<file path="config.mk">
export PLATFORM = sky130hd
export DESIGN_NAME = u2_core
export DESIGN_NICKNAME = d
export VERILOG_FILES = /design/src/u2_map_pkg.sv /design/src/wb_pkg.sv /design/src/u2_core.sv /design/src/status_readback.sv /design/src/pic.sv /design/src/simple_timer.sv /design/src/board_ctrl_regs.sv /design/src/settings_bus.sv /design/src/wb_intercon.sv
export SDC_FILE = /design/constraint.sdc
export NUM_CORES = 1
export LEC_CHECK = 0
export BUFFER_PORTS_ARGS = -buffer_cell sky130_fd_sc_hd__buf_2
export CORE_MARGIN = 1.5
export CORE_UTILIZATION = 25
export DETAILED_ROUTE_END_ITERATION = 7
export MAX_ROUTING_LAYER = met4
export PLACE_DENSITY = 0.44
export SYNTH_ARGS = -nofsm -noshare
export SYNTH_HDL_FRONTEND = slang
export SYNTH_SLANG_ARGS = --single-unit
</file>
<file path="constraint.sdc">
create_clock -name wb_clk -period 6.6 [get_ports wb_clk]
set_clock_uncertainty 0.1 [all_clocks]
set_input_delay 1.32 -clock wb_clk [delete_from_list [all_inputs] [get_ports wb_clk]]
set_output_delay 1.32 -clock wb_clk [all_outputs]
set_load 0.01 [all_outputs]
</file>
<file path="src/u2_map_pkg.sv">
// Board map package
// Slave regions, setting addresses, interrupt lines and control output bundles

`default_nettype none

package u2_map_pkg;

   ////////////////////
   // Slave field values of the address map
   localparam logic [5:0] SLV_READBACK = 6'b110011;
   localparam logic [5:0] SLV_SETTINGS = 6'b110101;
   localparam logic [5:0] SLV_PIC      = 6'b110110;

   ////////////////////
   // Setting addresses
   localparam logic [7:0] SR_CLK      = 8'd0;
   localparam logic [7:0] SR_SER      = 8'd1;
   localparam logic [7:0] SR_ADC      = 8'd2;
   localparam logic [7:0] SR_LED      = 8'd3;
   localparam logic [7:0] SR_PHY      = 8'd4;
   localparam logic [7:0] SR_LED_SRC  = 8'd8;
   // Two words, one-shot then periodic
   localparam logic [7:0] SR_SIMTIMER = 8'd198;

   // Bits 4..1 driven by hardware after reset
   localparam logic [7:0] LED_SRC_RESET = 8'h1E;

   ////////////////////
   // Interrupt bit positions
   localparam int IRQ_ONETIME    = 0;
   localparam int IRQ_PERIODIC   = 1;
   localparam int IRQ_PPS        = 2;
   localparam int IRQ_PHY        = 3;
   localparam int IRQ_CLK_STATUS = 4;

   typedef logic [15:0] irq_vec_t;

   // Setting strobe with its word address and data
   typedef struct packed {
      logic        stb;
      logic [7:0]  addr;
      logic [31:0] data;
   } set_bus_t;

   // Clock generator control
   typedef struct packed {
      logic       clock_ready;
      logic [1:0] clk_en;
      logic [1:0] clk_sel;
   } clock_ctrl_t;

   typedef struct packed {
      logic enable;
      logic prbsen;
      logic loopen;
      logic rx_en;
   } serdes_ctrl_t;

   typedef struct packed {
      logic oe_a;
      logic on_a;
      logic oe_b;
      logic on_b;
   } adc_ctrl_t;

   // Readback word indices
   localparam logic [7:0] RB_BOARD_ID = 8'd9;
   localparam logic [7:0] RB_IRQ      = 8'd13;
   localparam logic [7:0] RB_CYCLES   = 8'd15;

endpackage

`default_nettype wire

</file>
<file path="src/wb_pkg.sv">
// Wishbone bus package
// Bus widths, request and response bundles, and the two views of a bus address

`default_nettype none

package wb_pkg;

   // Bus widths
   localparam int WB_DW = 32;
   localparam int WB_AW = 16;
   localparam int WB_SW = 4;

   // One byte address seen as raw bits or as region, word and byte fields
   typedef union packed {
      logic [WB_AW-1:0] raw;
      struct packed {
         // 1 KB region, decoded by the interconnect
         logic [5:0] slave;
         // Register index inside a slave
         logic [7:0] word;
         logic [1:0] byte_idx;
      } fld;
   } wb_addr_u;

   // Master to slave, 55 bits
   typedef struct packed {
      wb_addr_u         adr;
      logic [WB_DW-1:0] dat;
      logic [WB_SW-1:0] sel;
      logic             we;
      logic             cyc;
      logic             stb;
   } wb_req_t;

   // Slave to master, 34 bits
   typedef struct packed {
      logic [WB_DW-1:0] dat;
      logic             ack;
      logic             err;
   } wb_rsp_t;

endpackage

`default_nettype wire
</file>
<file path="src/u2_core.sv">
// Control plane top level
// Host Wishbone port, settings registers, timers, interrupt controller and readback

`timescale 1ns/100ps
`default_nettype none

module u2_core
   import wb_pkg::*, u2_map_pkg::*;
(
   input  wire          wb_clk,
   input  wire          wb_rst,
   input  wire wb_req_t host_req_i,
   output wb_rsp_t      host_rsp_o,
   input  wire          pps_i,
   input  wire          phy_int_n_i,
   input  wire          clk_status_i,
   input  wire          serdes_link_up_i,
   input  wire          run_rx_i,
   input  wire          run_tx_i,
   input  wire          sim_mode_i,
   input  wire [3:0]    clock_divider_i,
   output clock_ctrl_t  clock_o,
   output serdes_ctrl_t serdes_o,
   output adc_ctrl_t    adc_o,
   output logic         phy_reset_n_o,
   output logic [7:0]   leds_o,
   output logic         int_o
);

   wb_req_t    rb_req;
   wb_req_t    set_req;
   wb_req_t    pic_req;
   wb_rsp_t    rb_rsp;
   wb_rsp_t    set_rsp;
   wb_rsp_t    pic_rsp;
   set_bus_t   set_bus;
   logic       onetime_int;
   logic       periodic_int;
   irq_vec_t   irq;
   logic [7:0] led_hw;

   ////////////////////
   // Interconnect
   wb_intercon u_intercon (
      .wb_clk     (wb_clk),
      .wb_rst     (wb_rst),
      .host_req_i (host_req_i),
      .host_rsp_o (host_rsp_o),
      .rb_req_o   (rb_req),
      .set_req_o  (set_req),
      .pic_req_o  (pic_req),
      .rb_rsp_i   (rb_rsp),
      .set_rsp_i  (set_rsp),
      .pic_rsp_i  (pic_rsp)
   );

   ////////////////////
   // Settings bus and its consumers
   settings_bus u_settings_bus (
      .wb_clk (wb_clk),
      .wb_rst (wb_rst),
      .req_i  (set_req),
      .rsp_o  (set_rsp),
      .set_o  (set_bus)
   );

   // Bit 0 has no hardware source
   assign led_hw = {3'b000, run_tx_i, run_rx_i, clk_status_i, serdes_link_up_i, 1'b0};

   board_ctrl_regs u_board_ctrl_regs (
      .wb_clk        (wb_clk),
      .wb_rst        (wb_rst),
      .set_i         (set_bus),
      .led_hw_i      (led_hw),
      .clock_o       (clock_o),
      .serdes_o      (serdes_o),
      .adc_o         (adc_o),
      .phy_reset_n_o (phy_reset_n_o),
      .leds_o        (leds_o)
   );

   simple_timer u_simple_timer (
      .wb_clk     (wb_clk),
      .wb_rst     (wb_rst),
      .set_i      (set_bus),
      .onetime_o  (onetime_int),
      .periodic_o (periodic_int)
   );

   ////////////////////
   // Interrupt lines, PHY interrupt pin is active low
   always_comb begin
      irq                 = '0;
      irq[IRQ_ONETIME]    = onetime_int;
      irq[IRQ_PERIODIC]   = periodic_int;
      irq[IRQ_PPS]        = pps_i;
      irq[IRQ_PHY]        = ~phy_int_n_i;
      irq[IRQ_CLK_STATUS] = clk_status_i;
   end

   pic u_pic (
      .wb_clk (wb_clk),
      .wb_rst (wb_rst),
      .req_i  (pic_req),
      .rsp_o  (pic_rsp),
      .irq_i  (irq),
      .int_o  (int_o)
   );

   status_readback u_status_readback (
      .wb_clk          (wb_clk),
      .wb_rst          (wb_rst),
      .req_i           (rb_req),
      .rsp_o           (rb_rsp),
      .sim_mode_i      (sim_mode_i),
      .clock_divider_i (clock_divider_i),
      .irq_i           (irq)
   );

endmodule

`default_nettype wire

</file>
<file path="src/status_readback.sv">
// Status readback window
// Read-only board id, live irq lines and a free-running cycle counter

`timescale 1ns/100ps
`default_nettype none

module status_readback
   import wb_pkg::*, u2_map_pkg::*;
(
   input  wire           wb_clk,
   input  wire           wb_rst,
   input  wire wb_req_t  req_i,
   output wb_rsp_t       rsp_o,
   input  wire           sim_mode_i,
   input  wire [3:0]     clock_divider_i,
   input  wire irq_vec_t irq_i
);

   logic [31:0] cycles_q;
   logic [31:0] dat_q;
   logic        ack_q;
   logic        acc_go;

   assign acc_go = req_i.cyc & req_i.stb & ~ack_q;

   // Counts every cycle since reset
   always_ff @(posedge wb_clk) begin
      if (wb_rst) begin
         cycles_q <= '0;
      end else begin
         cycles_q <= cycles_q + 32'd1;
      end
   end

   ////////////////////
   // Word select, writes get an ack and no effect
   always_ff @(posedge wb_clk) begin
      if (wb_rst) begin
         ack_q <= 1'b0;
      end else begin
         ack_q <= acc_go;
      end
      if (acc_go) begin
         case (req_i.adr.fld.word)
            RB_BOARD_ID: dat_q <= {sim_mode_i, 27'd0, clock_divider_i};
            RB_IRQ:      dat_q <= 32'(irq_i);
            RB_CYCLES:   dat_q <= cycles_q;
            default:     dat_q <= '0;
         endcase
      end
   end

   always_comb begin
      rsp_o.dat = dat_q;
      rsp_o.ack = ack_q;
      rsp_o.err = 1'b0;
   end

endmodule

`default_nettype wire

</file>
<file path="src/pic.sv">
// Interrupt controller
// Captures rising irq edges into pending, masks them with enable, reports the vector

`timescale 1ns/100ps
`default_nettype none

module pic
   import wb_pkg::*, u2_map_pkg::*;
(
   input  wire           wb_clk,
   input  wire           wb_rst,
   input  wire wb_req_t  req_i,
   output wb_rsp_t       rsp_o,
   input  wire irq_vec_t irq_i,
   output logic          int_o
);

   irq_vec_t    enable_q;
   irq_vec_t    pending_q;
   irq_vec_t    irq_d;
   irq_vec_t    rise;
   irq_vec_t    active;
   logic        ack_q;
   logic [31:0] dat_q;
   logic        acc_go;
   logic        wr_go;
   logic [7:0]  word;

   // Index of lowest set bit, all ones when empty
   function automatic logic [31:0] lowest_set(input irq_vec_t v);
      logic [31:0] idx;
      idx = 32'hFFFF_FFFF;
      for (int i = $bits(irq_vec_t) - 1; i >= 0; i--) begin
         if (v[i]) begin
            idx = 32'(i);
         end
      end
      return idx;
   endfunction

   assign word   = req_i.adr.fld.word;
   assign acc_go = req_i.cyc & req_i.stb & ~ack_q;
   assign wr_go  = acc_go & req_i.we;
   assign rise   = irq_i & ~irq_d;
   assign active = pending_q & enable_q;

   // Previous irq sample for edge detect
   always_ff @(posedge wb_clk) begin
      irq_d <= irq_i;
   end

   ////////////////////
   // Enable, pending and output level
   always_ff @(posedge wb_clk) begin
      if (wb_rst) begin
         enable_q  <= '0;
         pending_q <= '0;
         int_o     <= 1'b0;
      end else begin
         if (wr_go && word == 8'd0) begin
            enable_q <= irq_vec_t'(req_i.dat[$bits(irq_vec_t)-1:0]);
         end
         // Ones written to word 1 clear, a new edge still lands
         if (wr_go && word == 8'd1) begin
            pending_q <= (pending_q & ~irq_vec_t'(req_i.dat[$bits(irq_vec_t)-1:0])) | rise;
         end else begin
            pending_q <= pending_q | rise;
         end
         int_o <= |active;
      end
   end

   ////////////////////
   // Bus side, one cycle read latency
   always_ff @(posedge wb_clk) begin
      if (wb_rst) begin
         ack_q <= 1'b0;
      end else begin
         ack_q <= acc_go;
      end
      if (acc_go) begin
         case (word)
            8'd0:    dat_q <= 32'(enable_q);
            8'd1:    dat_q <= 32'(pending_q);
            8'd2:    dat_q <= lowest_set(active);
            default: dat_q <= '0;
         endcase
      end
   end

   always_comb begin
      rsp_o.dat = dat_q;
      rsp_o.ack = ack_q;
      rsp_o.err = 1'b0;
   end

   // Interrupt only follows an overlap of pending and enable
   a_int_cause : assert property (@(posedge wb_clk) disable iff (wb_rst)
      int_o |-> $past(|(pending_q & enable_q)));

endmodule

`default_nettype wire

</file>
<file path="src/simple_timer.sv">
// Interval timer
// One-shot and periodic interrupt pulses, both loaded over the settings bus

`timescale 1ns/100ps
`default_nettype none

module simple_timer
   import u2_map_pkg::*;
(
   input  wire           wb_clk,
   input  wire           wb_rst,
   input  wire set_bus_t set_i,
   output logic          onetime_o,
   output logic          periodic_o
);

   logic [31:0] onetime_cnt;
   logic [31:0] period_q;
   logic [31:0] periodic_cnt;
   logic        set_onetime;
   logic        set_periodic;

   assign set_onetime  = set_i.stb && (set_i.addr == SR_SIMTIMER);
   assign set_periodic = set_i.stb && (set_i.addr == SR_SIMTIMER + 8'd1);

   ////////////////////
   // One-shot countdown, zero means idle
   always_ff @(posedge wb_clk) begin
      if (wb_rst) begin
         onetime_cnt <= '0;
         onetime_o   <= 1'b0;
      end else begin
         if (set_onetime) begin
            onetime_cnt <= set_i.data;
         end else if (onetime_cnt != '0) begin
            onetime_cnt <= onetime_cnt - 32'd1;
         end
         // Fires once as the count runs out
         onetime_o <= (onetime_cnt == 32'd1) & ~set_onetime;
      end
   end

   ////////////////////
   // Periodic countdown, reloads from the period
   always_ff @(posedge wb_clk) begin
      if (wb_rst) begin
         period_q     <= '0;
         periodic_cnt <= '0;
         periodic_o   <= 1'b0;
      end else begin
         if (set_periodic) begin
            period_q     <= set_i.data;
            periodic_cnt <= set_i.data;
         end else if (periodic_cnt == 32'd1) begin
            periodic_cnt <= period_q;
         end else if (periodic_cnt != '0) begin
            periodic_cnt <= periodic_cnt - 32'd1;
         end
         periodic_o <= (periodic_cnt == 32'd1) & ~set_periodic;
      end
   end

endmodule

`default_nettype wire

</file>
<file path="src/board_ctrl_regs.sv">
// Board setting registers
// Clock, SERDES, ADC, PHY reset and LED control, with per-bit LED source select

`timescale 1ns/100ps
`default_nettype none

module board_ctrl_regs
   import u2_map_pkg::*;
(
   input  wire           wb_clk,
   input  wire           wb_rst,
   input  wire set_bus_t set_i,
   input  wire [7:0]     led_hw_i,
   output clock_ctrl_t   clock_o,
   output serdes_ctrl_t  serdes_o,
   output adc_ctrl_t     adc_o,
   output logic          phy_reset_n_o,
   output logic [7:0]    leds_o
);

   logic       phy_rst_q;
   logic [7:0] led_sw_q;
   // 1 = hardware drives the LED, 0 = software
   logic [7:0] led_src_q;

   // Each register loads the low data bits on its own address
   always_ff @(posedge wb_clk) begin
      if (wb_rst) begin
         clock_o   <= '0;
         serdes_o  <= '0;
         adc_o     <= '0;
         phy_rst_q <= 1'b0;
         led_sw_q  <= '0;
         led_src_q <= LED_SRC_RESET;
      end else if (set_i.stb) begin
         case (set_i.addr)
            SR_CLK:     clock_o   <= clock_ctrl_t'(set_i.data[$bits(clock_ctrl_t)-1:0]);
            SR_SER:     serdes_o  <= serdes_ctrl_t'(set_i.data[$bits(serdes_ctrl_t)-1:0]);
            SR_ADC:     adc_o     <= adc_ctrl_t'(set_i.data[$bits(adc_ctrl_t)-1:0]);
            SR_LED:     led_sw_q  <= set_i.data[7:0];
            SR_PHY:     phy_rst_q <= set_i.data[0];
            SR_LED_SRC: led_src_q <= set_i.data[7:0];
            default: ;
         endcase
      end
   end

   // PHY reset pin is active low
   assign phy_reset_n_o = ~phy_rst_q;

   // Per-bit LED source mix
   assign leds_o = (led_src_q & led_hw_i) | (~led_src_q & led_sw_q);

endmodule

`default_nettype wire

</file>
<file path="src/settings_bus.sv">
// Settings bus slave
// Turns each bus write into a one-cycle setting strobe

`timescale 1ns/100ps
`default_nettype none

module settings_bus
   import wb_pkg::*, u2_map_pkg::*;
(
   input  wire          wb_clk,
   input  wire          wb_rst,
   input  wire wb_req_t req_i,
   output wb_rsp_t      rsp_o,
   output set_bus_t     set_o
);

   logic ack_q;
   logic acc_go;

   // First cycle of an access
   assign acc_go = req_i.cyc & req_i.stb & ~ack_q;

   always_ff @(posedge wb_clk) begin
      if (wb_rst) begin
         ack_q     <= 1'b0;
         set_o.stb <= 1'b0;
      end else begin
         ack_q     <= acc_go;
         // Strobe rides with the ack of a write
         set_o.stb <= acc_go & req_i.we;
      end
      if (acc_go) begin
         set_o.addr <= req_i.adr.fld.word;
         set_o.data <= req_i.dat;
      end
   end

   // Write-only slave, reads return zero
   always_comb begin
      rsp_o.dat = '0;
      rsp_o.ack = ack_q;
      rsp_o.err = 1'b0;
   end

   a_stb_with_ack : assert property (@(posedge wb_clk) disable iff (wb_rst)
      set_o.stb |-> rsp_o.ack);

endmodule

`default_nettype wire

</file>
<file path="src/wb_intercon.sv">
// Single-master Wishbone interconnect
// Decodes the slave region, fans the request out and muxes the response back

`timescale 1ns/100ps
`default_nettype none

module wb_intercon
   import wb_pkg::*, u2_map_pkg::*;
(
   input  wire          wb_clk,
   input  wire          wb_rst,
   input  wire wb_req_t host_req_i,
   output wb_rsp_t      host_rsp_o,
   output wb_req_t      rb_req_o,
   output wb_req_t      set_req_o,
   output wb_req_t      pic_req_o,
   input  wire wb_rsp_t rb_rsp_i,
   input  wire wb_rsp_t set_rsp_i,
   input  wire wb_rsp_t pic_rsp_i
);

   logic [5:0] slv;
   logic       sel_rb;
   logic       sel_set;
   logic       sel_pic;
   logic       sel_none;
   logic       err_q;

   // Region decode
   assign slv      = host_req_i.adr.fld.slave;
   assign sel_rb   = (slv == SLV_READBACK);
   assign sel_set  = (slv == SLV_SETTINGS);
   assign sel_pic  = (slv == SLV_PIC);
   assign sel_none = ~(sel_rb | sel_set | sel_pic);

   // Request copies, strobes only reach the selected slave
   always_comb begin
      rb_req_o      = host_req_i;
      rb_req_o.cyc  = host_req_i.cyc & sel_rb;
      rb_req_o.stb  = host_req_i.stb & sel_rb;
      set_req_o     = host_req_i;
      set_req_o.cyc = host_req_i.cyc & sel_set;
      set_req_o.stb = host_req_i.stb & sel_set;
      pic_req_o     = host_req_i;
      pic_req_o.cyc = host_req_i.cyc & sel_pic;
      pic_req_o.stb = host_req_i.stb & sel_pic;
   end

   // Unclaimed space answers with err, same timing as a slave ack
   always_ff @(posedge wb_clk) begin
      if (wb_rst) begin
         err_q <= 1'b0;
      end else begin
         err_q <= host_req_i.cyc & host_req_i.stb & sel_none & ~err_q;
      end
   end

   // Response mux
   always_comb begin
      host_rsp_o = '0;
      if (sel_rb) begin
         host_rsp_o = rb_rsp_i;
      end else if (sel_set) begin
         host_rsp_o = set_rsp_i;
      end else if (sel_pic) begin
         host_rsp_o = pic_rsp_i;
      end
      host_rsp_o.err = host_rsp_o.err | err_q;
   end

   ////////////////////
   // Bus checks
   a_ack_err_excl : assert property (@(posedge wb_clk) disable iff (wb_rst)
      !(host_rsp_o.ack && host_rsp_o.err));

   a_one_slave : assert property (@(posedge wb_clk) disable iff (wb_rst)
      $onehot0({rb_req_o.stb, set_req_o.stb, pic_req_o.stb}));

endmodule

`default_nettype wire

</file>
# [After elaboration in Yosys (flattened, before gate mapping)]
# Index checks and enable logic that the tools add are counted.
[totals] ff_bits=307 word_cells=139 inputBits=68
[op_classes] n_bitwise=42 reduce_logical=17 mux=27 n_eq_ne=17 add_sub_neg=3
[ops] operator="two-way mux 32 bit" n=21
[ops] operator="case mux 32 bit (3 select lines)" n=2
[ops] operator="two-way mux 34 bit" n=3
[ops] operator="== test 32 x 1 -> 1 bit, second input constant" n=2
[ops] operator="nonzero test 32 bit" n=2
[ops] operator="subtractor 32 x 1 -> 32 bit, second input constant" n=2
[ops] operator="adder 32 x 1 -> 32 bit, second input constant" n=1
[ops] operator="AND 16 bit" n=2
[ops] operator="== test 8 x 4 -> 1 bit, second input constant" n=4
[ops] operator="bitwise OR 16 bit" n=2
[ops] operator="== test 8 x 2 -> 1 bit, second input constant" n=3
[ops] operator="AND 1 bit" n=19
[ops] operator="== test 6 bit, second input constant" n=3
[ops] operator="AND 5 x 16 -> 16 bit" n=1
[ops] operator="== test 8 x 1 -> 1 bit, second input constant" n=2
[ops] operator="== test 8 bit, second input constant" n=2
[ops] operator="logical NOT 8 bit" n=2
[ops] operator="two-way mux 16 bit" n=1
[ops] operator="inverter 16 bit" n=1
[ops] operator="inverter 5 -> 16 bit" n=1
[ops] operator="OR reduction 16 bit" n=1
[ops] operator="AND reduction 2 bit" n=6
[ops] operator="inverter 1 bit" n=9
[ops] operator="AND 8 x 5 -> 8 bit" n=1
[ops] operator="8 further kinds" n=13

# [Longest topological paths before layout]
# Gate-level depths: netlist of run 1.
[logic_depth] depth_word=18 ltp_mapped=10

# [Modules after synthesis]
# A second synthesis of run 1 with hierarchy kept.
[hier_totals] cells_unflattened=1643 area_unflattened_um2=15671.3
[modules_own_cells] module="simple_timer" area_each_um2=5152.4 cells_per_inst=652 n_inst=1 seq_area_each_um2=1961.9
[modules_own_cells] module="pic" area_each_um2=2812.7 cells_per_inst=265 n_inst=1 seq_area_each_um2=1511.4
[modules_own_cells] module="status_readback" area_each_um2=2792.7 cells_per_inst=250 n_inst=1 seq_area_each_um2=1621.6
[modules_own_cells] module="wb_intercon" area_each_um2=1978.1 cells_per_inst=263 n_inst=1 seq_area_each_um2=20.0
[modules_own_cells] module="settings_bus" area_each_um2=1530.2 cells_per_inst=81 n_inst=1 seq_area_each_um2=1241.2
[modules_own_cells] module="board_ctrl_regs" area_each_um2=1397.6 cells_per_inst=130 n_inst=1 seq_area_each_um2=600.6
[modules_own_cells] module="u2_core" area_each_um2=7.5 cells_per_inst=2 n_inst=1 seq_area_each_um2=0.0

# [Worst setup path before layout of run 1]
# Ideal clock, no wire load.
[synth_timing] path_kind="input to register" startpoint="input host_req_i[53] in the netlist's numbering" endpoint="register u_settings_bus.set_o[0] in the netlist's numbering, enable pin" stages=5 slack_ns=1.171 n_path_buf=0 setup_time_ns=0.487 arrival_time_ns=4.843 cell_sequence="nand2_1 > nor2_1 > nand2_1 > or3b_2 > nor3_1"
[synth_between] elab_chain_cells=4
[synth_lines] item="from (decl)" line_no="u2_core.sv:12" text="input wire wb_req_t host_req_i,"
[synth_lines] item="== test 6 bit (*)" line_no="wb_intercon.sv:32" text="assign sel_set = (slv == SLV_SETTINGS);"
[synth_lines] item="AND 1 bit (on tied branches)" line_no="wb_intercon.sv:42, wb_intercon.sv:43"
[synth_lines] item="AND 1 bit (*) (2 in a row)" line_no="settings_bus.sv:21" text="assign acc_go = req_i.cyc & req_i.stb & ~ack_q;"
[synth_lines] item="net u_settings_bus.acc_go" line_no="settings_bus.sv:18" text="logic acc_go;"
[synth_lines] item="to (decl)" line_no="settings_bus.sv:14" text="output set_bus_t set_o"
# Mark *: on every way through the listed nets, which the timed path passes. The rest lies on a longest branch.
# A chain may end at the register's enable or synchronous reset.

==> results of run 1 <==
==> synthesized netlist by cell type (4+ instances only) <==
master / instances
a211o_1: 6
nor2_1: 127
nor4_1: 27
nand4_1: 19
o211ai_1: 22
nor3_1: 32
or3_1: 13
xnor2_1: 41
xor2_1: 31
mux2_2: 4
a211oi_1: 15
a22o_1: 19
nand3_1: 34
o21ai_0: 32
buf_6: 4
buf_2: 10
and2_1: 34
edfxtp_1: 89
buf_4: 4
and4_1: 8
a311oi_1: 4
and3_1: 9
a21o_1: 18
ha_1: 5
inv_1: 13
nor2b_1: 17
a21oi_1: 77
dfxtp_1: 203
clkbuf_1: 50
a22oi_1: 7
buf_1: 5
mux2i_1: 50
nor3b_1: 4
a221o_1: 16
nor4_2: 5
o31ai_1: 6
nand2b_1: 15
or4_1: 4
or3b_2: 4
nand2_1: 158
==> worst max path at each step <==
stage              startpoint                 endpoint  slack (ps)
2_1_floorplan  host_req_i[53]  u_settings_bus.set_o[0]        1170
3_3_place_gp   host_req_i[49]           host_rsp_o[19]        1950
3_5_place_dp   host_req_i[49]           host_rsp_o[19]        1910
4_1_cts        host_req_i[49]           host_rsp_o[19]        1900
5_1_grt        host_req_i[49]           host_rsp_o[33]        1800
6_report       host_req_i[49]           host_rsp_o[19]        1980
==> final cells by class <==
type	instances	area [sq um]
inverters	13	48.80
repair buffers	130	695.7
multi-input cells	909	5649
well taps	672	840.8
diodes	7	17.52
clock inverters	17	221.5
clock buffers	44	940.9
fillers	5303	35120
flip-flops and latches	292	6736
==> stage by stage <==
stage          area, sq um  instances
2_1_floorplan        12740       1287
3_3_place_gp         13970       2016
3_5_place_dp         13970       2016
4_1_cts              15130       2077
5_1_grt              15150       2084
6_report             15150       2084
==> per-layer routing <==
metal | vias up | global-route usage, % | part of all wire (%)
met5 | - | - | 0
met4 | 0 | 3.767 | 2.1
met3 | 48 | 2.769 | 4.0
met2 | 156 | 21.55 | 47
met1 | 4627 | 17.50 | 47
li1 | 4857 | - | -
==> cells by family (layout without fill, tap and decap cells) <==
family | Yosys count | after routing
XOR/XNOR | 72 | 72
AO/OA/AOI/OAI | 242 | 242
multiplexers | 54 | 54
buffers and inverters | 86 | 204
flip-flops | 292 | 292
other | 0 | 7
adder cells (fa/ha/maj) | 5 | 5
AND/OR/NAND/NOR | 536 | 536
==> power by group through the flow <==
| stage | logic, mW | clock network, mW | registers, mW |
|---|---|---|---|
| after floorplan | 1.27 | 0 | 2.17 |
| after global placement | 1.53 | 0 | 2.22 |
| after detailed placement | 1.54 | 0 | 2.22 |
| after CTS | 1.55 | 2.05 | 2.18 |
| after global routing | 1.75 | 2.11 | 2.21 |
| final | 1.53 | 1.98 | 2.18 |
==> layout by cell type, fill, tap and decap left out, types with 6 or more instances in the layout <==
master	count
a22oi_1	7
nor4_2	6
or3_1	13
nand3_1	34
o21ai_0	32
nand2_1	157
nand2b_1	15
a221o_1	16
a211oi_1	15
a21oi_1	77
a21o_1	18
and4_1	8
nor2_1	127
clkbuf_16	36
buf_2	117
dfxtp_1	203
diode_2	7
and3_1	9
edfxtp_1	89
nor2b_1	17
xnor2_1	41
inv_1	13
a211o_1	6
o211ai_1	22
mux2i_1	50
o31ai_1	6
a22o_1	19
nor4_1	26
xor2_1	31
buf_4	12
clkbuf_1	7
nor3_1	30
and2_1	34
nand4_1	19
==> registers in the layout (all words and copies together), names as in the netlist, 16 cells and up <==
name                         cells
u_pic.dat_q                     17
u_pic.enable_q                  16
u_pic.pending_q                 16
u_settings_bus.set_o            41
u_simple_timer.onetime_cnt      32
u_simple_timer.period_q         32
u_simple_timer.periodic_cnt     32
u_status_readback.cycles_q      32
u_status_readback.dat_q         32
==> worst max-delay path, delay by kind of cell <==
family,cells,cell delay (ps)
and+or+nand+nor,2,1170
buffers and inverters,3,560
AOI/OAI and AO/OA,1,150
==> run_results.csv, run 1 <==
group,metric,value,unit
flow_run,drv_cap,0,
worst_hold_path,hold_depth,0,
logic_synthesis,synth_top_flop_cell,"dfxtp_1",
pwr,clkPwrFrac,34.8,%
routing,wl_per_cell,16.79,microns
setup_path,slowest_delay,610,ps
setup_path,crit_path_end_kind,"output port",
setup_path,reg2reg_depth,7,
floorplanning,fp-row-count,82,
logic_synthesis,yosys_register_bits,292,
clock_network,clockBufferDepth,3,
sta,hold_violations,0,
pwr,switching_share,32.68,%
floorplanning,die_x,228.8,microns
grt,grt_antenna_before_repair,7,
floorplanning,dieArea,52330,sq um
routing,drt_iter0_markers,502,
logic_synthesis,synth_cell_types,68,
logic_synthesis,yosysSeqAreaShare,52.87,%
floorplanning,start_util,25.35,%
floorplanning,die_y,228.8,microns
grt,grt_max_degree,113,
grt,grt-ovfl-total,0,
floorplanning,coreArea,50270,sq um
cells_and_area,fin_nets,1454,
sta,fin_ws,1977,ps
setup_path,r2r-end,"u_simple_timer.periodic_cnt[25]",
logic_synthesis,avgSynthCellArea,9.901,sq um
pwr,power_switching,1.863,mW
logic_synthesis,synth_top_area_cell,"dfxtp_1",
logic_synthesis,synth_top_family_by_area,"simple AND/OR/NAND/NOR gates",
setup_path,worstSetupPathType,"in -> out",
logic_synthesis,synth.net_count,1360,
grt,gr-usage-all-layers,13.59,%
pwr,intPower,3.837,mW
clock_network,cts_tree,"yes",
sta,relSlewSlack,22.72,%
logic_synthesis,muxShareOfSynthArea,4.281,%
sta,finalSetupViolCount,0,
clock_network,cts_resized,0,
sta,period_share,70.05,%
logic_synthesis,synth_compound_area_share,12.85,%
grt,grt_pass1_wl,54940,microns
routing,drt_pre_antenna_iters,5,
worst_hold_path,min_from,"u_simple_timer.onetime_o",
routing,dr_total_vias,9688,
logic_synthesis,yosys_warnings,0,
logic_synthesis,synth_top_cell_area_share,31.89,%
routing,route.detailed.drc,0,
logic_synthesis,yosys.area_share.adder,0.4910,%
setup_path,r2r_slack,3060,ps
grt,grt_pass1_vias,9614,
logic_synthesis,async_reset_ff_share,0,%
clock_network,numCtsBuffers,35,
cells_and_area,drive_above_1_share,15.30,%
placed_design,place_ws,1907,ps
logic_synthesis,synth_xor_xnor_area_share,4.949,%
setup_path,path_cells,"buf_2 -> nor4_2 -> buf_4 -> and2_1 -> a21o_1 -> buf_2",
sta,whs,299.2,ps
clock_network,postCtsSetupRepairBufs,0,
routing,ant_nets,0,
routing,drt-total-wl,35000,microns
setup_path,critPathRequiredTime,5180,ps
sta,final_max_slew_viol_count,0,
cells_and_area,areaGrowthSynthToFinish,18.90,%
clock_network,clk_pin_slew,60,ps
clock_network,holdBufCountCts,0,
sta,rsz0062_at_grt,"no",
worst_hold_path,min_path_type,"reg -> reg",
clock_network,cts_sinks,292,
clock_network,clk_latency,540,ps
sta,min_period,4623,ps
placed_design,io_buffers,118,
routing,viasPerCell,4.649,
floorplanning,io_pins,125,
placed_design,hpwlAfterDp,23810,microns
setup_path,start_kind,"input port",
pwr,power.leakage,5.707,nW
sta,tns,0,ps
logic_synthesis,syn_inst,1287,
setup_path,cp_max_fo,16,
logic_synthesis,synth_simple_gate_area_share,21.57,%
setup_path,crit_slowest_cell,"and2_1",
pwr,powerDensity,376.2,nW/um^2
clock_network,htree_levels,2,
pwr,p_seq_share,38.3,%
setup_path,cpMostUsedCell,"buf_2",
clock_network,cts_root_buffer,"clkbuf_16",
pwr,power,5.700,mW
pwr,power_frac_comb,26.9,%
run_status,status,"complete, no violations",
sta,max_freq,216.3,MHz
logic_synthesis,synth.area.top_cells,"dfxtp_1 32%, edfxtp_1 21%, nand2_1 4.7%",
placed_design,place_congestion,0.7675,
pwr,ir_drop,0.1829,mV
setup_path,arrival,3200,ps
cells_and_area,final_util,30.14,%
logic_synthesis,synth_enable_flop_cells,89,
sta,tightest_slew,1159,ps
worst_hold_path,min_to,"u_pic.irq_d[0]",
logic_synthesis,syn-cell-area,12740,sq um
setup_path,timing.rr.start,"u_settings_bus.set_o[35]",
No activity file was read; power rests on OpenSTA's default activity.
==> inputs of run 2 (changes only) <==
==> constraint.sdc (replaced) <==
create_clock -name wb_clk -period 4.6 [get_ports wb_clk]
set_clock_uncertainty 0.1 [all_clocks]
set_input_delay 0.92 -clock wb_clk [delete_from_list [all_inputs] [get_ports wb_clk]]
set_output_delay 0.92 -clock wb_clk [all_outputs]
set_load 0.01 [all_outputs]
==> run_results.csv, run 2 (same netlist as run 1, synthesis figures left out) <==
group,metric,value,unit
run_status,status,"complete, no violations",
sta,relSlewSlack,43.11,%
setup_path,crit_family,"simple AND/OR/NAND/NOR gates",
setup_path,path_cells,"buf_2 -> nor4_2 -> and2_1 -> a21o_1 -> buf_2",
setup_path,crit_path_end_kind,"output port",
setup_path,timing.rr.start,"u_simple_timer.onetime_cnt[8]",
cells_and_area,final_cell_mix,"203 x dfxtp_1, 157 x nand2_1, 127 x nor2_1, 117 x buf_2, 89 x edfxtp_1",
setup_path,slowest_delay,650,ps
routing,drt_iter0_markers,533,
pwr,powerDensity,538.8,nW/um^2
floorplanning,die_x,228.8,microns
flow_run,drv_cap,0,
placed_design,place_congestion,0.7666,
clock_network,clk_latency,560,ps
clock_network,cts_tree,"yes",
setup_path,reg2reg_depth,5,
grt,grt_pass1_wl,55500,microns
cells_and_area,drive_above_1_share,16.21,%
cells_and_area,areaGrowthSynthToFinish,19.81,%
sta,tightest_slew,850.2,ps
floorplanning,die_y,228.8,microns
setup_path,critPathRequiredTime,3580,ps
setup_path,r2r-end,"u_simple_timer.onetime_cnt[21]",
floorplanning,coreArea,50270,sq um
setup_path,cp_num_cells,5,
grt,grt-ovfl-total,0,
pwr,power,8.225,mW
placed_design,io_buffers,118,
grt,grt_max_degree,85,
setup_path,crit_start,"host_req_i[49]",
setup_path,r2r_slack,1600,ps
setup_path,worstSetupPathType,"in -> out",
cells_and_area,fin_nets,1465,
floorplanning,io_pins,125,
sta,tns,0,ps
worst_hold_path,min_path_type,"reg -> reg",
sta,period_share,73.60,%
clock_network,holdBufCountCts,0,
cells_and_area,largest_reg_flops,41,
routing,drt_pre_antenna_iters,5,
routing,viasPerCell,4.651,
pwr,power.leakage,5.787,nW
routing,wl_per_cell,16.87,microns
setup_path,cp_max_fo,16,
setup_path,crit_slowest_cell,"and2_1",
cells_and_area,final_common_cell,"dfxtp_1",
clock_network,clk_pin_slew,60,ps
placed_design,dpl.cell_count,2026,
floorplanning,fp-row-count,82,
routing,drt-total-wl,35420,microns
setup_path,cpMostUsedCell,"buf_2",
clock_network,numCtsBuffers,36,
sta,max_freq,295.4,MHz
sta,min_period,3386,ps
grt,gr-usage-all-layers,13.85,%
clock_network,cts_sinks,292,
cells_and_area,finalNonFillerCells,2099,
placed_design,hpwlAfterDp,24430,microns
clock_network,clockBufferDepth,3,
clock_network,cts_root_buffer,"clkbuf_16",
sta,whs,312.3,ps
grt,grt_pass1_vias,9663,
routing,ant_nets,0,
cells_and_area,nFillCells,5335,
grt,grt_antenna_before_repair,8,
sta,finalSetupViolCount,0,
floorplanning,dieArea,52330,sq um
routing,route.detailed.drc,0,
sta,rsz0062_at_grt,"no",
sta,hold_violations,0,
clock_network,htree_levels,2,
setup_path,cp-endpoint,"host_rsp_o[21]",
routing,dr_total_vias,9762,
pwr,ir_drop,0.2321,mV
cells_and_area,largest_register,"u_settings_bus.set_o",
clock_network,cts_resized,0,
setup_path,arrival,2370,ps
sta,final_max_slew_viol_count,0,
floorplanning,start_util,25.35,%
clock_network,postCtsSetupRepairBufs,0,
setup_path,start_kind,"input port",
setup_path,crit_buf_inv,2,
-- run 2: cell types whose count changed in the layout (fill, tap and decap cells not counted), moves of 2 or more --
cell / change
buf_4: +9
clkbuf_8: +4
clkinv_2: +4
bufinv_16: -2
clkinv_1: -2
clkinvlp_4: -2
-- run 2: worst register-to-register path: stages, from the launching register on --
cell	delay [ps]
dfxtp_1	350
nor4_1	650
nand4_1	440
nor3_2	760
or3_1	410
o21ai_0	150
-- run 2: worst min-delay path by stage --
stage                                        start  cells after the start  slack [ps]             end
after floorplan           u_simple_timer.onetime_o                      0         240  u_pic.irq_d[0]
after global placement    u_simple_timer.onetime_o                      0         300  u_pic.irq_d[0]
after detailed placement  u_simple_timer.onetime_o                      0         300  u_pic.irq_d[0]
after CTS                 u_simple_timer.onetime_o                      0         310  u_pic.irq_d[0]
after global routing      u_simple_timer.onetime_o                      0         330  u_pic.irq_d[0]
final                     u_simple_timer.onetime_o                      0         310  u_pic.irq_d[0]
-- run 2: area by class of cell --
cell class                      instances  area, sq um  share of cell area [%]
Antenna cell                            8        20.02                  0.1311
Clock buffer                           50         1025                   6.713
Clock inverter                         15        156.4                   1.025
Inverter                               13        48.80                  0.3196
Multi-Input combinational cell        909         5655                   37.05
Sequential cell                       292         6736                   44.13
Tap cell                              672        840.8                   5.508
Timing Repair Buffer                  140        783.3                   5.131
-- run 2: stage by stage --
| step | area, sq um | util (%) | setup WS [ps] |
|---|---|---|---|
| floorplan | 12750 | - | 162.2 |
| global placement | 14060 | 27.98 | 1192 |
| detailed placement | 14060 | 27.98 | 1198 |
| CTS | 15250 | 30.33 | 1195 |
| global route | 15270 | 30.37 | 1074 |
| finish | 15270 | 30.37 | 1214 |
-- run 2: metal layers --
layer	GRT usage [%]	up-vias	wire length, microns
met4	3.704	0	773
met2	21.90	169	16350
li1	-	4871	-
met1	17.40	4668	16530
met3	3.693	54	1771
met5	-	-	0
-- run 2: where the power goes --
group	leakage (nW)	switching [mW]	internal, mW
sequential	2.53	0.260	2.88
clock	0.586	1.17	1.69
combinational	2.67	1.28	0.955
==> inputs of run 3 (changes only) <==
--- a/config.mk
+++ b/config.mk
@@ -5,12 +5,13 @@
 export SDC_FILE = /design/constraint.sdc
 export NUM_CORES = 1
 export LEC_CHECK = 0
+export ABC_AREA = 1
 export BUFFER_PORTS_ARGS = -buffer_cell sky130_fd_sc_hd__buf_2
 export CORE_MARGIN = 1.5
 export CORE_UTILIZATION = 25
 export DETAILED_ROUTE_END_ITERATION = 7
 export MAX_ROUTING_LAYER = met4
-export PLACE_DENSITY = 0.44
+export PLACE_DENSITY = 0.46
 export SYNTH_ARGS = -nofsm -noshare
 export SYNTH_HDL_FRONTEND = slang
 export SYNTH_SLANG_ARGS = --single-unit
==> constraint.sdc (replaced) <==
create_clock -name wb_clk -period 3.05 [get_ports wb_clk]
set_clock_uncertainty 0.1 [all_clocks]
set_input_delay 0.61 -clock wb_clk [delete_from_list [all_inputs] [get_ports wb_clk]]
set_output_delay 0.61 -clock wb_clk [all_outputs]
set_load 0.01 [all_outputs]
==> run_results.csv, run 3 <==
group,metric,value,unit
cells_and_area,largest_reg_flops,41,
setup_path,crit_path_end_kind,"output port",
grt,grt_max_degree,60,
logic_synthesis,async_reset_ff_share,0,%
logic_synthesis,synth_cell_types,57,
cells_and_area,areaGrowthSynthToFinish,19.98,%
clock_network,cts_sinks,292,
setup_path,arrival,1970,ps
worst_hold_path,hold_depth,1,
sta,min_period,2680,ps
sta,hold_violations,0,
clock_network,cts_resized,0,
logic_synthesis,synth_compound_area_share,14.70,%
floorplanning,fp-row-count,83,
placed_design,io_buffers,118,
pwr,ir_drop,0.3577,mV
placed_design,hpwlAfterDp,28850,microns
cells_and_area,largest_register,"u_settings_bus.set_o",
routing,dr_total_vias,11210,
cells_and_area,final_common_cell,"nand2_1",
sta,max_freq,373.2,MHz
clock_network,clk_pin_slew,60,ps
floorplanning,die_y,232.5,microns
clock_network,numCtsBuffers,36,
pwr,power_switching,4.487,mW
sta,rsz0062_at_grt,"no",
setup_path,worstSetupPathType,"in -> out",
cells_and_area,final_cell_mix,"291 x nand2_1, 208 x nor2_1, 203 x dfxtp_1, 164 x inv_1, 152 x a21oi_1",
logic_synthesis,synth_enable_flop_cells,89,
placed_design,place_congestion,0.8643,
routing,drt_pre_antenna_iters,7,
logic_synthesis,synth_top_area_cell,"dfxtp_1",
pwr,power,12.79,mW
worst_hold_path,min_from,"pps_i",
routing,viasPerCell,4.573,
setup_path,reg2reg_depth,11,
logic_synthesis,muxShareOfSynthArea,0.3421,%
logic_synthesis,synth.net_count,1689,
logic_synthesis,yosysSeqAreaShare,51.17,%
logic_synthesis,synth_top_flop_cell,"dfxtp_1",
cells_and_area,drive_above_1_share,14.64,%
worst_hold_path,min_path_type,"in -> reg",
logic_synthesis,syn_inst,1616,
clock_network,clockBufferDepth,3,
worst_hold_path,min_to,"u_pic.irq_d[2]",
routing,drt-total-wl,39810,microns
cells_and_area,fin_nets,1815,
pwr,intPower,8.307,mW
clock_network,cts_tree,"yes",
logic_synthesis,synth_top_family_by_area,"simple AND/OR/NAND/NOR gates",
logic_synthesis,yosysMostFrequentCell,"nand2_1",
setup_path,critPathRequiredTime,2340,ps
routing,ant_nets,0,
grt,grt_pass1_wl,61740,microns
pwr,power_frac_comb,29.8,%
floorplanning,die_x,232.5,microns
setup_path,start_kind,"input port",
setup_path,r2r-end,"u_simple_timer.onetime_cnt[1]",
floorplanning,coreArea,51720,sq um
run_status,status,"complete, no violations",
pwr,power.leakage,6.320,nW
floorplanning,start_util,25.46,%
sta,final_max_slew_viol_count,0,
routing,wl_per_cell,16.23,microns
clock_network,htree_levels,2,
sta,tns,0,ps
floorplanning,io_pins,125,
grt,grt_pass1_vias,10860,
logic_synthesis,synth_simple_gate_area_share,23.61,%
setup_path,cp_max_fo,13,
logic_synthesis,synth_xor_xnor_area_share,2.728,%
pwr,clkPwrFrac,33.4,%
sta,whs,113.8,ps
clock_network,holdBufCountCts,0,
routing,route.detailed.drc,0,
clock_network,cts_root_buffer,"clkbuf_16",
grt,grt_antenna_before_repair,1,
setup_path,timing.rr.start,"u_simple_timer.onetime_cnt[0]",
logic_synthesis,synth.area.top_cells,"dfxtp_1 31%, edfxtp_1 20%, nand2_1 8.3%",
logic_synthesis,yosys_warnings,0,
flow_run,drv_cap,0,
clock_network,clk_latency,550,ps
sta,period_share,87.86,%
sta,relSlewSlack,45.86,%
logic_synthesis,avgSynthCellArea,8.147,sq um
logic_synthesis,yosys_register_bits,292,
grt,gr-usage-all-layers,15.13,%
clock_network,postCtsSetupRepairBufs,0,
routing,drt_iter0_markers,831,
logic_synthesis,synth_top_cell_area_share,30.87,%
pwr,switching_share,35.07,%
pwr,p_seq_share,36.8,%
floorplanning,dieArea,54050,sq um
sta,finalSetupViolCount,0,
logic_synthesis,syn-cell-area,13170,sq um
setup_path,r2r_slack,730,ps
sta,tightest_slew,812.1,ps
pwr,powerDensity,810.0,nW/um^2
logic_synthesis,yosys.area_share.adder,0.4752,%
grt,grt-ovfl-total,0,
logic_synthesis,synthTopCellsByCount,"291 x nand2_1, 209 x nor2_1, 203 x dfxtp_1, 165 x inv_1, 152 x a21oi_1",
[run 3: changes by cell type in the layout (fill, tap and decap cells not counted), moves of 23 or more]
| cell | previous run | this run |
|---|---|---|
| nand3_1 | 34 | 74 |
| mux2i_1 | 50 | 0 |
| o21ai_0 | 32 | 101 |
| nand2_1 | 157 | 291 |
| inv_1 | 13 | 164 |
| a21oi_1 | 77 | 152 |
| xnor2_1 | 41 | 18 |
| and2_1 | 34 | 1 |
| nor2_1 | 127 | 208 |
[run 3: kinds of logic after synthesis]
kind of cell | count (synthesis)
flip-flops | 292
AO/OA/AOI/OAI | 344
multiplexers | 4
AND/OR/NAND/NOR | 696
XOR/XNOR | 41
adder cells (fa/ha/maj) | 5
buffers and inverters | 234
[run 3: critical path, cell delays in order]
cell and delay (ps):
buf_2 90, nand2_1 110, nor3_1 60, nand2_1 110, clkinv_1 360, buf_4 300
a22o_1 180, buf_2 140
[run 3: worst max-delay path by stage]
| stage | from | to | slack (ps) | depth (start not counted) |
|---|---|---|---|---|
| floorplan | host_req_i[53] | u_settings_bus.set_o[0] | 290 | 5 |
| global placement | host_req_i[53] | host_rsp_o[5] | 380 | 8 |
| detailed placement | host_req_i[53] | host_rsp_o[3] | 330 | 8 |
| CTS | host_req_i[53] | host_rsp_o[3] | 340 | 8 |
| global route | host_req_i[50] | host_rsp_o[26] | 160 | 9 |
| finish | host_req_i[53] | host_rsp_o[3] | 370 | 8 |
[run 3: cell type report]
cell class | count | area [sq um]
Antenna cell | 3 | 7.507
Clock buffer | 51 | 987.2
Clock inverter | 14 | 170.2
Fill cell | 5518 | 35920
Inverter | 174 | 653.1
Multi-Input combinational cell | 1090 | 5534
Sequential cell | 292 | 6736
Tap cell | 680 | 850.8
Timing Repair Buffer | 148 | 855.8
[run 3: through the flow]
| step | util (%) | setup slack (ps) | instance area, sq um | instances |
|---|---|---|---|---|
| finish | 30.54 | 370.3 | 15800 | 2452 |
| global route | 30.53 | 157.9 | 15790 | 2450 |
| CTS | 30.53 | 335.9 | 15790 | 2449 |
| detailed placement | 28.29 | 333.0 | 14630 | 2384 |
| global placement | 28.29 | 375.8 | 14630 | 2384 |
| floorplan | - | 291.4 | 13180 | 1616 |
[run 3: power groups by stage]
stage	Combinational [mW]	Clock [mW]	Sequential, mW
floorplan	3.03	0	4.69
detailed placement	3.82	0	4.78
global route	4.35	4.55	4.76
global placement	3.80	0	4.79
finish	3.81	4.27	4.71
CTS	3.85	4.40	4.71
[run 3: routing by layer]
| layer | wire length [microns] | global-route usage [%] |
|---|---|---|
| met5 | 0 | - |
| met4 | 975 | 5.202 |
| met3 | 1552 | 2.047 |
| met2 | 17860 | 23.30 |
| met1 | 19420 | 20.31 |
